`src/source/adma_pkg.sv`:
```
package adma_pkg;

  ////////////////////////////////////////////////////////////////////////////
  // Data widths
  ////////////////////////////////////////////////////////////////////////////

  typedef logic [31:0] word_t;
  typedef logic [31:0] addr_t;
  typedef logic [63:0] descriptor_t;

  // Descriptor length, a zero length field stands for 65536 bytes
  typedef logic [16:0] byte_count_t;
  typedef logic [14:0] word_count_t;
  typedef logic [4:0]  beat_count_t;

  ////////////////////////////////////////////////////////////////////////////
  // Burst and block sizes
  ////////////////////////////////////////////////////////////////////////////

  localparam int BURST_BEATS      = 16;
  localparam int BURST_BYTES      = 64;
  localparam int BLOCK_WORDS      = 128;
  localparam int DESCRIPTOR_BYTES = 8;
  localparam int DESCRIPTOR_WORDS = 2;

  // Descriptor line fields
  localparam int VALID_BIT    = 0;
  localparam int END_BIT      = 1;
  localparam int ACT_LSB      = 4;
  localparam int LENGTH_LSB   = 16;
  localparam int LENGTH_WIDTH = 16;
  localparam int ADDRESS_LSB  = 32;

  localparam logic [1:0] ACT_NOP  = 2'b00;
  localparam logic [1:0] ACT_TRAN = 2'b10;
  localparam logic [1:0] ACT_LINK = 2'b11;

  ////////////////////////////////////////////////////////////////////////////
  // State machines
  ////////////////////////////////////////////////////////////////////////////

  typedef enum logic [1:0] {
    ADMA_STOP,
    ADMA_FETCH,
    ADMA_CHANGE_ADDRESS,
    ADMA_TRANSFER
  } adma_state_t;

  typedef enum logic [1:0] {
    READ_IDLE,
    READ_ADDRESS,
    READ_DATA,
    READ_BLOCK_WAIT
  } read_state_t;

  typedef enum logic [2:0] {
    WRITE_IDLE,
    WRITE_WAIT,
    WRITE_ADDRESS,
    WRITE_DATA,
    WRITE_RESPONSE
  } write_state_t;

endpackage
```
`src/source/adma_controller.sv`:
```
`timescale 1ns/1ps

module adma_controller (
  input  logic            clock,
  input  logic            reset,
  // Host controls
  input  logic            dma_enable,
  input  logic            direction,
  input  logic            data_present,
  input  logic            command_complete,
  input  adma_pkg::addr_t descriptor_base,
  input  logic            interrupt_clear,
  output logic [1:0]      interrupts,
  // AXI read
  output adma_pkg::addr_t araddr,
  output logic [7:0]      arlen,
  output logic            arvalid,
  input  logic            arready,
  input  adma_pkg::word_t rdata,
  input  logic            rvalid,
  input  logic            rlast,
  output logic            rready,
  // AXI write
  output adma_pkg::addr_t awaddr,
  output logic [7:0]      awlen,
  output logic            awvalid,
  input  logic            awready,
  output adma_pkg::word_t wdata,
  output logic            wvalid,
  input  logic            wready,
  output logic            wlast,
  input  logic            bvalid,
  output logic            bready,
  // Card-side FIFO and serializer
  output logic            fifo_write_valid,
  output adma_pkg::word_t fifo_write_data,
  input  logic            fifo_word_written,
  input  adma_pkg::word_t fifo_read_data,
  output logic            fifo_read_ready,
  output logic            start_write,
  input  logic            block_done
);

  import adma_pkg::*;

  logic        read_start;
  addr_t       read_address;
  word_count_t read_words;
  logic        read_to_fifo;
  logic        read_word_valid;
  word_t       read_word;
  logic        read_done;
  logic        write_start;
  addr_t       write_address;
  word_count_t write_words;
  logic        write_done;

  descriptor_sequencer i_descriptor_sequencer (
    .clock            (clock),
    .reset            (reset),
    .dma_enable       (dma_enable),
    .direction        (direction),
    .data_present     (data_present),
    .command_complete (command_complete),
    .interrupt_clear  (interrupt_clear),
    .descriptor_base  (descriptor_base),
    .read_word_valid  (read_word_valid),
    .read_word        (read_word),
    .read_done        (read_done),
    .write_done       (write_done),
    .read_start       (read_start),
    .read_address     (read_address),
    .read_words       (read_words),
    .read_to_fifo     (read_to_fifo),
    .write_start      (write_start),
    .write_address    (write_address),
    .write_words      (write_words),
    .interrupts       (interrupts)
  );

  axi_read_engine i_axi_read_engine (
    .clock            (clock),
    .reset            (reset),
    .read_start       (read_start),
    .read_address     (read_address),
    .read_words       (read_words),
    .read_to_fifo     (read_to_fifo),
    .arready          (arready),
    .rdata            (rdata),
    .rvalid           (rvalid),
    .rlast            (rlast),
    .block_done       (block_done),
    .araddr           (araddr),
    .arlen            (arlen),
    .arvalid          (arvalid),
    .rready           (rready),
    .read_word_valid  (read_word_valid),
    .read_word        (read_word),
    .fifo_write_valid (fifo_write_valid),
    .fifo_write_data  (fifo_write_data),
    .start_write      (start_write),
    .read_done        (read_done)
  );

  axi_write_engine i_axi_write_engine (
    .clock             (clock),
    .reset             (reset),
    .write_start       (write_start),
    .write_address     (write_address),
    .write_words       (write_words),
    .fifo_word_written (fifo_word_written),
    .fifo_read_data    (fifo_read_data),
    .awready           (awready),
    .wready            (wready),
    .bvalid            (bvalid),
    .fifo_read_ready   (fifo_read_ready),
    .awaddr            (awaddr),
    .awlen             (awlen),
    .awvalid           (awvalid),
    .wdata             (wdata),
    .wvalid            (wvalid),
    .wlast             (wlast),
    .bready            (bready),
    .write_done        (write_done)
  );

endmodule

```
`src/source/axi_write_engine.sv`:
```
`timescale 1ns/1ps

module axi_write_engine (
  input  logic                  clock,
  input  logic                  reset,
  input  logic                  write_start,
  input  adma_pkg::addr_t       write_address,
  input  adma_pkg::word_count_t write_words,
  input  logic                  fifo_word_written,
  input  adma_pkg::word_t       fifo_read_data,
  input  logic                  awready,
  input  logic                  wready,
  input  logic                  bvalid,
  output logic                  fifo_read_ready,
  output adma_pkg::addr_t       awaddr,
  output logic [7:0]            awlen,
  output logic                  awvalid,
  output adma_pkg::word_t       wdata,
  output logic                  wvalid,
  output logic                  wlast,
  output logic                  bready,
  output logic                  write_done
);

  import adma_pkg::*;

  write_state_t state;
  addr_t        address;
  word_count_t  remaining;
  word_count_t  available;
  beat_count_t  burst_len;
  beat_count_t  beat;

  beat_count_t  next_beats;
  logic         beat_accept;

  assign next_beats = (remaining >= word_count_t'(BURST_BEATS)) ? beat_count_t'(BURST_BEATS)
                                                                : beat_count_t'(remaining);

  assign awaddr      = address;
  assign awlen       = 8'(burst_len) - 8'd1;
  assign awvalid     = (state == WRITE_ADDRESS);
  assign wvalid      = (state == WRITE_DATA);
  assign wdata       = fifo_read_data;
  assign wlast       = wvalid && (beat == burst_len - 1'b1);
  assign beat_accept = wvalid && wready;
  assign bready      = (state == WRITE_RESPONSE);

  // Pop the FIFO head once the slave takes it
  assign fifo_read_ready = beat_accept;

  // Words pushed by the card and not yet sent
  always_ff @(posedge clock) begin
    if (!reset) begin
      available <= '0;
    end else begin
      case ({fifo_word_written, beat_accept})
        2'b10:   available <= available + 1'b1;
        2'b01:   available <= available - 1'b1;
        default: available <= available;
      endcase
    end
  end

  always_ff @(posedge clock) begin
    if (state == WRITE_IDLE && write_start) begin
      address   <= write_address;
      remaining <= write_words;
    end else begin
      if (awvalid && awready) address <= address + addr_t'(BURST_BYTES);
      if (beat_accept) remaining <= remaining - 1'b1;
    end
    // Burst length is frozen before the address goes out
    if (state == WRITE_WAIT) begin
      burst_len <= next_beats;
      beat      <= '0;
    end else if (beat_accept) begin
      beat <= beat + 1'b1;
    end
  end

  //////////////////////////////////////////////////////////////////////////
  // Write burst control
  //////////////////////////////////////////////////////////////////////////

  always_ff @(posedge clock) begin
    if (!reset) begin
      state      <= WRITE_IDLE;
      write_done <= 1'b0;
    end else begin
      write_done <= 1'b0;
      case (state)
        WRITE_IDLE:     if (write_start) state <= WRITE_WAIT;
        WRITE_WAIT:     if (available >= word_count_t'(next_beats)) state <= WRITE_ADDRESS;
        WRITE_ADDRESS:  if (awready) state <= WRITE_DATA;
        WRITE_DATA:     if (beat_accept && wlast) state <= WRITE_RESPONSE;
        WRITE_RESPONSE: begin
          if (bvalid) begin
            if (remaining == '0) begin
              write_done <= 1'b1;
              state      <= WRITE_IDLE;
            end else begin
              state <= WRITE_WAIT;
            end
          end
        end
        default: state <= WRITE_IDLE;
      endcase
    end
  end

endmodule

```
`src/source/axi_read_engine.sv`:
```
`timescale 1ns/1ps

module axi_read_engine (
  input  logic                  clock,
  input  logic                  reset,
  input  logic                  read_start,
  input  adma_pkg::addr_t       read_address,
  input  adma_pkg::word_count_t read_words,
  input  logic                  read_to_fifo,
  input  logic                  arready,
  input  adma_pkg::word_t       rdata,
  input  logic                  rvalid,
  input  logic                  rlast,
  input  logic                  block_done,
  output adma_pkg::addr_t       araddr,
  output logic [7:0]            arlen,
  output logic                  arvalid,
  output logic                  rready,
  output logic                  read_word_valid,
  output adma_pkg::word_t       read_word,
  output logic                  fifo_write_valid,
  output adma_pkg::word_t       fifo_write_data,
  output logic                  start_write,
  output logic                  read_done
);

  import adma_pkg::*;

  localparam int BLOCK_COUNT_WIDTH = $clog2(BLOCK_WORDS);

  read_state_t                  state;
  addr_t                        address;
  word_count_t                  remaining;
  logic                         to_fifo;
  logic [BLOCK_COUNT_WIDTH-1:0] block_count;

  beat_count_t burst_beats;
  logic        beat_accept;
  logic        block_full;
  logic        final_word;

  assign burst_beats = (remaining >= word_count_t'(BURST_BEATS)) ? beat_count_t'(BURST_BEATS)
                                                                 : beat_count_t'(remaining);

  assign araddr  = address;
  assign arlen   = 8'(burst_beats) - 8'd1;
  assign arvalid = (state == READ_ADDRESS);
  assign rready  = (state == READ_DATA);

  // Beats go straight through to the sequencer or the card FIFO
  assign beat_accept      = rvalid && rready;
  assign read_word_valid  = beat_accept && !to_fifo;
  assign read_word        = rdata;
  assign fifo_write_valid = beat_accept && to_fifo;
  assign fifo_write_data  = rdata;

  assign block_full = (block_count == BLOCK_COUNT_WIDTH'(BLOCK_WORDS - 1));
  assign final_word = (remaining == word_count_t'(1));

  always_ff @(posedge clock) begin
    if (state == READ_IDLE && read_start) begin
      address     <= read_address;
      remaining   <= read_words;
      to_fifo     <= read_to_fifo;
      block_count <= '0;
    end else begin
      if (arvalid && arready) begin
        address <= address + addr_t'(BURST_BYTES);
      end
      if (beat_accept) begin
        remaining   <= remaining - 1'b1;
        block_count <= block_count + 1'b1;
      end
    end
  end

  //////////////////////////////////////////////////////////////////////////
  // Burst control and card pacing
  //////////////////////////////////////////////////////////////////////////

  always_ff @(posedge clock) begin
    if (!reset) begin
      state       <= READ_IDLE;
      start_write <= 1'b0;
      read_done   <= 1'b0;
    end else begin
      start_write <= 1'b0;
      read_done   <= 1'b0;
      case (state)
        READ_IDLE: begin
          if (read_start) state <= READ_ADDRESS;
        end
        READ_ADDRESS: begin
          if (arready) state <= READ_DATA;
        end
        READ_DATA: begin
          if (beat_accept && rlast) begin
            // Bursts never cross a block boundary, so blocks end on rlast
            if (to_fifo && (block_full || final_word)) begin
              start_write <= 1'b1;
              state       <= READ_BLOCK_WAIT;
            end else if (final_word) begin
              read_done <= 1'b1;
              state     <= READ_IDLE;
            end else begin
              state <= READ_ADDRESS;
            end
          end
        end
        READ_BLOCK_WAIT: begin
          if (block_done) begin
            if (remaining == '0) begin
              read_done <= 1'b1;
              state     <= READ_IDLE;
            end else begin
              state <= READ_ADDRESS;
            end
          end
        end
        default: state <= READ_IDLE;
      endcase
    end
  end

endmodule

```
`src/source/descriptor_sequencer.sv`:
```
`timescale 1ns/1ps

module descriptor_sequencer (
  input  logic                  clock,
  input  logic                  reset,
  input  logic                  dma_enable,
  input  logic                  direction,
  input  logic                  data_present,
  input  logic                  command_complete,
  input  logic                  interrupt_clear,
  input  adma_pkg::addr_t       descriptor_base,
  input  logic                  read_word_valid,
  input  adma_pkg::word_t       read_word,
  input  logic                  read_done,
  input  logic                  write_done,
  output logic                  read_start,
  output adma_pkg::addr_t       read_address,
  output adma_pkg::word_count_t read_words,
  output logic                  read_to_fifo,
  output logic                  write_start,
  output adma_pkg::addr_t       write_address,
  output adma_pkg::word_count_t write_words,
  output logic [1:0]            interrupts
);

  import adma_pkg::*;

  adma_state_t state;
  addr_t       pointer;
  descriptor_t line;

  logic        start_request;
  logic [1:0]  action;
  logic        last_line;
  logic        take_transfer;
  addr_t       line_address;
  addr_t       next_pointer;
  logic [15:0] length_field;
  byte_count_t line_bytes;
  word_count_t line_words;

  assign start_request = command_complete && dma_enable && data_present;
  assign action        = line[ACT_LSB +: 2];
  assign last_line     = line[END_BIT];
  assign line_address  = line[ADDRESS_LSB +: $bits(addr_t)];
  assign length_field  = line[LENGTH_LSB +: LENGTH_WIDTH];
  assign line_bytes    = (length_field == '0) ? {1'b1, 16'h0000} : {1'b0, length_field};
  assign line_words    = line_bytes[$bits(byte_count_t)-1:2];

  // A tran line shorter than one word moves nothing
  assign take_transfer = (action == ACT_TRAN) && (line_words != '0);

  // Nop, tran and reserved codes step to the next line
  always_comb begin
    case (action)
      ACT_LINK: next_pointer = line_address;
      default:  next_pointer = pointer + addr_t'(DESCRIPTOR_BYTES);
    endcase
  end

  // Request fields follow the state, the engines sample them with the start pulse
  assign read_address  = (state == ADMA_TRANSFER) ? line_address : pointer;
  assign read_words    = (state == ADMA_TRANSFER) ? line_words : word_count_t'(DESCRIPTOR_WORDS);
  assign read_to_fifo  = (state == ADMA_TRANSFER);
  assign write_address = line_address;
  assign write_words   = line_words;

  always_ff @(posedge clock) begin
    if (state == ADMA_STOP && start_request) begin
      pointer <= descriptor_base;
    end else if (state == ADMA_CHANGE_ADDRESS) begin
      pointer <= next_pointer;
    end
    // First word is the attribute half, second the address half
    if (read_word_valid) begin
      line <= {read_word, line[63:32]};
    end
  end

  //////////////////////////////////////////////////////////////////////////
  // ADMA2 sequencer
  //////////////////////////////////////////////////////////////////////////

  always_ff @(posedge clock) begin
    if (!reset) begin
      state       <= ADMA_STOP;
      read_start  <= 1'b0;
      write_start <= 1'b0;
      interrupts  <= '0;
    end else begin
      read_start  <= 1'b0;
      write_start <= 1'b0;
      case (state)
        ADMA_STOP: begin
          if (start_request) begin
            state      <= ADMA_FETCH;
            read_start <= 1'b1;
          end
        end
        ADMA_FETCH: begin
          if (read_done) begin
            if (line[VALID_BIT]) begin
              state <= ADMA_CHANGE_ADDRESS;
            end else begin
              interrupts[1] <= 1'b1;
              state         <= ADMA_STOP;
            end
          end
        end
        ADMA_CHANGE_ADDRESS: begin
          if (take_transfer) begin
            state       <= ADMA_TRANSFER;
            read_start  <= !direction;
            write_start <= direction;
          end else if (last_line) begin
            interrupts[0] <= 1'b1;
            state         <= ADMA_STOP;
          end else begin
            state      <= ADMA_FETCH;
            read_start <= 1'b1;
          end
        end
        ADMA_TRANSFER: begin
          if (read_done || write_done) begin
            if (last_line) begin
              interrupts[0] <= 1'b1;
              state         <= ADMA_STOP;
            end else begin
              state      <= ADMA_FETCH;
              read_start <= 1'b1;
            end
          end
        end
        default: state <= ADMA_STOP;
      endcase
      if (interrupt_clear) begin
        interrupts <= '0;
      end
    end
  end

endmodule

```
`config.mk`:
```
export PLATFORM = sky130hd
export DESIGN_NAME = adma_controller
export DESIGN_NICKNAME = d
export VERILOG_FILES = /design/src/source/adma_pkg.sv /design/src/source/adma_controller.sv /design/src/source/axi_write_engine.sv /design/src/source/axi_read_engine.sv /design/src/source/descriptor_sequencer.sv
export SDC_FILE = /design/constraint.sdc
export NUM_CORES = 1
export LEC_CHECK = 0
export BUFFER_PORTS_ARGS = -buffer_cell sky130_fd_sc_hd__clkbuf_2
export CORE_MARGIN = 2
export CORE_UTILIZATION = 56
export CTS_CLUSTER_SIZE = 14
export DETAILED_ROUTE_END_ITERATION = 16
export PLACE_DENSITY = 0.8
export SKIP_CTS_REPAIR_TIMING = 1
export SLEW_MARGIN = 20
export SYNTH_ARGS = -nofsm -noshare
export SYNTH_HDL_FRONTEND = slang
export SYNTH_SLANG_ARGS = --single-unit
```
`constraint.sdc`:
```
create_clock -name clock -period 3.8 [get_ports clock]
set_input_delay 0.76 -clock clock [delete_from_list [all_inputs] [get_ports clock]]
set_output_delay 0.76 -clock clock [all_outputs]
set_load 0.05 [all_outputs]
```
Word-level counts from Yosys, hierarchy flattened
Index checks and enable logic that the tools add are counted.
Word-level totals
  output and inout bits: 155
  logic and storage cells: 167
  flip-flop bits (word level): 237
  input bits: 111
Cells by class
  eq/ne operators: 30
  add/subtract/negate cells: 12
  magnitude comparators: 3
  multiplexer cells: 56
  reductions and logical operators: 43
  bitwise gates (word level): 2
Operator list (count)
  32-bit two-way mux: 8
  15-bit two-way mux: 5
  32-bit by 7-bit adder with 32-bit output (second input constant): 2
  15-bit by 1-bit subtractor with 15-bit output (second input constant): 3
  32-bit by 4-bit adder with 32-bit output (second input constant): 1
  15-bit by 5-bit greater-or-equal comparator with 1-bit output (second input constant): 2
  15-bit logical NOT: 2
  15-bit case mux with 2 select lines: 1
  2-bit inequality test (second input constant): 11
  2-bit two-way mux: 10
  1-bit two-way mux: 18
  3-bit AND reduction: 6
  17-bit two-way mux: 1
  1-bit logical AND: 16
  16-bit logical NOT: 1
  2-bit case mux with 4 select lines: 2
  15-bit by 1-bit adder with 15-bit output (second input constant): 1
  15-bit by 1-bit equality test with 1-bit output (second input constant): 1
  15-bit by 5-bit greater-or-equal comparator with 1-bit output: 1
  3-bit two-way mux: 5
  3-bit case mux with 5 select lines: 1
  15-bit nonzero test: 1
  2-bit equality test (second input constant): 7
  2-bit nonzero test: 7
  22 further kinds: 33

Logic depth before layout (Yosys ltp)
  depth after elaboration: 6
  mapped depth: 14
  gate-level depth less buffers: 13

By module
A second synthesis with hierarchy kept.
Unflattened totals
  cells, all modules: 1410
  area total of the unflattened synthesis: 13609.3 um^2
Modules (own cells, without submodules)
  axi_write_engine: times used 1, sequential area each 2042.0 um^2, area an instance 4948.5 um^2, cells an instance 544
  descriptor_sequencer: times used 1, sequential area each 2642.5 um^2, area an instance 4838.4 um^2, cells an instance 445
  axi_read_engine: times used 1, sequential area each 1661.6 um^2, area an instance 3822.4 um^2, cells an instance 421

Worst setup path after synthesis
Ideal clock, no wire load.
  kind: register to register
  start: register i_axi_write_engine.state[1]
  end: register i_axi_write_engine.available[11]
  setup time: 122 ps
  data required time: 3678 ps
  stages on the path, launching flop included: 15
  setup slack: -418 ps
  period minus slack after synthesis: 4218 ps
  data arrival time: 4096 ps
  path buffers: 3
  path through: dfxtp_1 > clkbuf_1 > and3_1 > clkbuf_1 > nand2_1 > clkinv_1 > ha_1 > ha_1 > clkbuf_1 > a21o_1 > a311o_1 > a311oi_1 > nor2_1 > and4_1 > a311o_1
On the way
  word-level cells in the longest chain between the ends: 4
  elaborated cells between the ends (all ways): 6
Ends and longest elaborated chain
  start, declared: line axi_write_engine.sv:27  | write_state_t state;
  start signal, assigned: line axi_write_engine.sv:88  | state <= WRITE_IDLE;
  start signal, assigned: line axi_write_engine.sv:93  | WRITE_IDLE: if (write_start) state <= WRITE_WAIT;
  start signal, assigned: line axi_write_engine.sv:94  | WRITE_WAIT: if (available >= word_count_t'(next_beats)) state <= WRITE_ADDRESS;
  3-bit by 2-bit equality test with 1-bit output *: line axi_write_engine.sv:43  | assign wvalid = (state == WRITE_DATA);
  named net wvalid: line adma_controller.sv:29  | output logic wvalid,
  1-bit logical AND *: line axi_write_engine.sv:46  | assign beat_accept = wvalid && wready;
  named net fifo_read_ready: line adma_controller.sv:39  | output logic fifo_read_ready,
  2-bit by 1-bit equality test with 1-bit output / 2-bit equality test (equally long branches): line axi_write_engine.sv:57  | case ({fifo_word_written, beat_accept})
  15-bit case mux with 2 select lines / 2-bit nonzero test (equally long branches)
  end signal, assigned: line axi_write_engine.sv:58  | 2'b10: available <= available + 1'b1;
  end signal, assigned: line axi_write_engine.sv:59  | 2'b01: available <= available - 1'b1;
  end signal, assigned: line axi_write_engine.sv:60  | default: available <= available;
  end, declared: line axi_write_engine.sv:30  | word_count_t available;
Mark *: on every way through the listed nets, which the timed path passes. The rest lies on a longest branch.
A chain may end at the register's enable or synchronous reset.

Worst setup path in the final report
  start: register i_axi_read_engine.remaining[9]
  end: output arlen[2]
On the way
  word-level cells in the longest chain between the ends: 3
Ends and longest elaborated chain
  start, declared: line axi_read_engine.sv:33  | word_count_t remaining;
  start signal, assigned: line axi_read_engine.sv:63  | remaining <= read_words;
  start signal, assigned: line axi_read_engine.sv:71  | remaining <= remaining - 1'b1;
  15-bit by 5-bit greater-or-equal comparator with 1-bit output: line axi_read_engine.sv:42  | assign burst_beats = (remaining >= word_count_t'(BURST_BEATS)) ? beat_count_t'(BURST_BEATS)
  5-bit two-way mux: line axi_read_engine.sv:42
  5-bit by 1-bit subtractor with 6-bit output: line axi_read_engine.sv:46  | assign arlen = 8'(burst_beats) - 8'd1;
  end, declared: line adma_controller.sv:16  | output logic [7:0] arlen,
Every way passes these cells.

==> metrics.md <==
| Metric | Value |
|---|---|
| Status | `completed` |
| Area Overhead vs Synth | `13.65%` |
| PortBufs | `201` |
| Vias | `10270` |
| Initial DRC count | `898` |
| RSZ-0062 raised after global routing | `false` |
| Max-cap violations | `0` |
| WL/cell | `19.05 µm` |
| Final core occ | `64.22%` |
| Most common cell after layout, fill and taps aside | `clkbuf_2` |
| Global-route wire length before repair | `51410 µm` |
| Largest net degree at the start of global routing | `39` |
| Top sig layer | `met4` |
| Finished Cell Area | `14410 µm²` |
| Clock Power Share | `43.5%` |
| Setup TNS | `0 ps` |
| Async SR Flop Fraction | `0%` |
| Fmax | `288.8 MHz` |
| Worst path arrival time | `2700 ps` |
| Area leader, netlist | `edfxtp_1` |
| WS Path Type | `flip-flop to output pin` |
| Layout cells sized above 1 | `20.47%` |
| Measured slew at the worst slew-check pin | `1078 ps` |
| # diodes | `0` |
| Routed vias/inst | `5.918` |
| CP peak stage delay | `600 ps` |
| Mapped Area | `12680 µm²` |
| Cells on Worst Hold Path | `1` |
| Crit Path Max Fanout | `7` |
| Sw frac | `24.36%` |
| Nets@finish | `1572` |
| Int Power | `4.343 mW` |
| CTS tree | `yes` |
| Bufs on Longest Clock Path | `3` |
| Htree depth | `1` |
| Synth Area per Inst | `9.758 µm²` |
| Ys Warns | `0` |
| All-Layer GR Usage | `27.06%` |
| Clk_lat worst skew | `540 ps` |
| Hold Crit Class | `input pin to flip-flop` |
| Drt pass-1 iters | `5` |
| DP Wirelength | `23830 µm` |
| Netlist cell types | `64` |
| GPL Wtd Cong | `0.9383` |
| Num CTS Buffers | `26` |
| Post-synthesis sequential area ratio | `50.06%` |
| Die Area | `23850 µm²` |
| P_sw | `1.399 mW` |
| Placed Instance Area | `13540 µm²` |
| Clock Sinks | `225` |
| Met2 routed WL | `16200 µm` |
| Maximum vdd ir drop | `327.8 µV` |
| Predominant post-synthesis flop cell | `edfxtp_1` |
| Tcrit/Tclk final | `91.12%` |
| Final hold vios | `0` |
| Clk pin slew, worst setup/hold paths | `60 ps` |
| Logic pwr share | `8.0%` |
| Core area | `22430 µm²` |
| R2R cell count | `12` |
| Critical Path RT | `3040 ps` |
| Initial core utilization | `56.50%` |
| CP endpoint kind | `output pin` |
| Vias in the first global route | `9967` |
| Pins Over Slew Limit | `0` |
| Register bit total from synthesis | `225` |
| Rows | `55` |
| Most frequent cells in the layout | `201 x clkbuf_2, 200 x nand2_1, 184 x edfxtp_1` |
| Clk root buf | `clkbuf_16` |
| Final Critical Period | `3462 ps` |
| Met1 wire length | `13060 µm` |
| Final WL | `33080 µm` |
| Startpoint types | `flip-flop` |
| Setup Viol. Count Final | `0` |
| Antenna violations before repair | `0` |
| Number of synthesized flops with an enable pin | `184` |
| Min Hold Slack | `411.4 ps` |
| Pleak | `5.533 nW` |
| Critical-path cell list | `or4_4, nor3_4, nand2_1, ha_1, xnor2_1, clkbuf_2` |
| DRC | `0` |
| Area share of the largest cell type after synthesis | `43.59%` |
| Sequential fraction of design power | `48.5%` |
| Met3 Wirelength | `2490 µm` |
| Antenna viol nets, final | `0` |
| Skew final | `21.05 ps` |
| Relative slew slack | `28.16%` |
| Io pins | `266` |
| Die Span Y | `154.5 µm` |
| Synthesized instance count | `1299` |
| Slowest stage cell on the critical path | `or4_4` |
| Overflow after GRT | `0` |
| Post-synth net total | `1440` |
| Die width | `154.5 µm` |
| Largest cells by area after synthesis | `edfxtp_1 44%, dfxtp_1 6.5%, nand2_1 5.9%, xnor2_1 4.8%, buf_4 4.1%` |
| Cell Pwr Density | `398.6 nW/µm²` |
worst max-delay path, delay by kind of cell, from the launching register on:
kind / cells / cell delay (ps)
simple gates: 3 / 1070
flops: 1 / 400
buf+inv: 1 / 300
fa+ha+maj: 1 / 250
xor+xnor: 1 / 170
routing by layer:
metal / GRT usage [%] / up-vias
met4: 11.46 / 0
met5: 0 / -
met2: 46.07 / 466
met3: 4.763 / 74
met1: 34.20 / 4890
li1: - / 4844
cell usage after synthesis (6+ instances only):
| library cell | n |
|---|---|
| inv_1 | 29 |
| and4_1 | 7 |
| nor2b_1 | 7 |
| edfxtp_1 | 184 |
| xnor2_1 | 69 |
| a31oi_1 | 22 |
| mux2i_1 | 8 |
| a221o_1 | 7 |
| buf_4 | 69 |
| and3_1 | 31 |
| nor3b_1 | 7 |
| and2_1 | 14 |
| ha_1 | 29 |
| nand4_1 | 22 |
| a211oi_1 | 8 |
| nor4_1 | 11 |
| nor2_1 | 100 |
| dfxtp_1 | 41 |
| a21oi_1 | 66 |
| or3_1 | 17 |
| a21o_1 | 6 |
| nand2_1 | 200 |
| nand3_1 | 51 |
| xor2_1 | 51 |
| clkbuf_1 | 45 |
| nand2b_1 | 10 |
| nor3_1 | 29 |
| o21ai_0 | 87 |
per-stage QoR:
step	worst slack (ps)	instances	total power, mW
after global placement	367.0	1688	3.278
after CTS	243.0	1736	5.772
final	337.6	1736	5.742
after global routing	153.3	1736	5.905
after floorplan	0.6497	1299	3.250
after detailed placement	265.7	1688	3.290
cell families after synthesis:
group	share of synthesized area [%]
compound gates	10.29
xor+xnor	8.291
fa+ha+maj	3.020
buf+inv	6.584
flops	50.06
mux	0.8094
simple gates	20.95
power groups by stage:
| stage | Sequential [mW] | Combinational (mW) | Clock, mW |
|---|---|---|---|
| finish | 2.79 | 0.458 | 2.50 |
| global placement | 2.83 | 0.445 | 0 |
| CTS | 2.78 | 0.456 | 2.53 |
| floorplan | 2.88 | 0.371 | 0 |
| detailed placement | 2.84 | 0.453 | 0 |
| global route | 2.79 | 0.493 | 2.62 |
state kept, by name, indices dropped and copies added, names as in the netlist:
register                            flops
i_axi_read_engine.remaining            15
i_descriptor_sequencer.state            2
i_axi_write_engine.beat                 5
i_axi_write_engine.awaddr              32
i_descriptor_sequencer.pointer         32
i_descriptor_sequencer.interrupts       2
i_axi_write_engine.available           15
i_axi_write_engine.burst_len            5
i_axi_read_engine.state                 2
i_axi_read_engine.araddr               32
i_descriptor_sequencer.write_start      1
i_axi_read_engine.block_count           7
i_axi_write_engine.write_done           1
i_descriptor_sequencer.read_start       1
i_axi_write_engine.state                3
i_axi_read_engine.to_fifo               1
i_axi_read_engine.start_write           1
i_axi_read_engine.read_done             1
i_axi_write_engine.remaining           15
i_descriptor_sequencer.line            52
final cells by class:
class | instances | area (µm²)
fillers | 1824 | 8028
flip-flops and latches | 225 | 6346
clock buffers | 34 | 721.9
well taps | 285 | 356.6
repair buffers | 223 | 1184
inverters | 34 | 128.9
multi-input cells | 921 | 5538
clock inverters | 14 | 131.4
final timing paths:
kind	startpoint	to	slack, ps
max	i_axi_read_engine.remaining[9]	arlen[2]	340
min	rdata[26]	i_descriptor_sequencer.line[58]	410
max reg2reg	i_axi_write_engine.state[2]	i_axi_write_engine.available[11]	390
min reg2reg	i_descriptor_sequencer.interrupts[0]	i_descriptor_sequencer.interrupts[0]	460
Note: power is estimated with default switching activity, not from simulation.
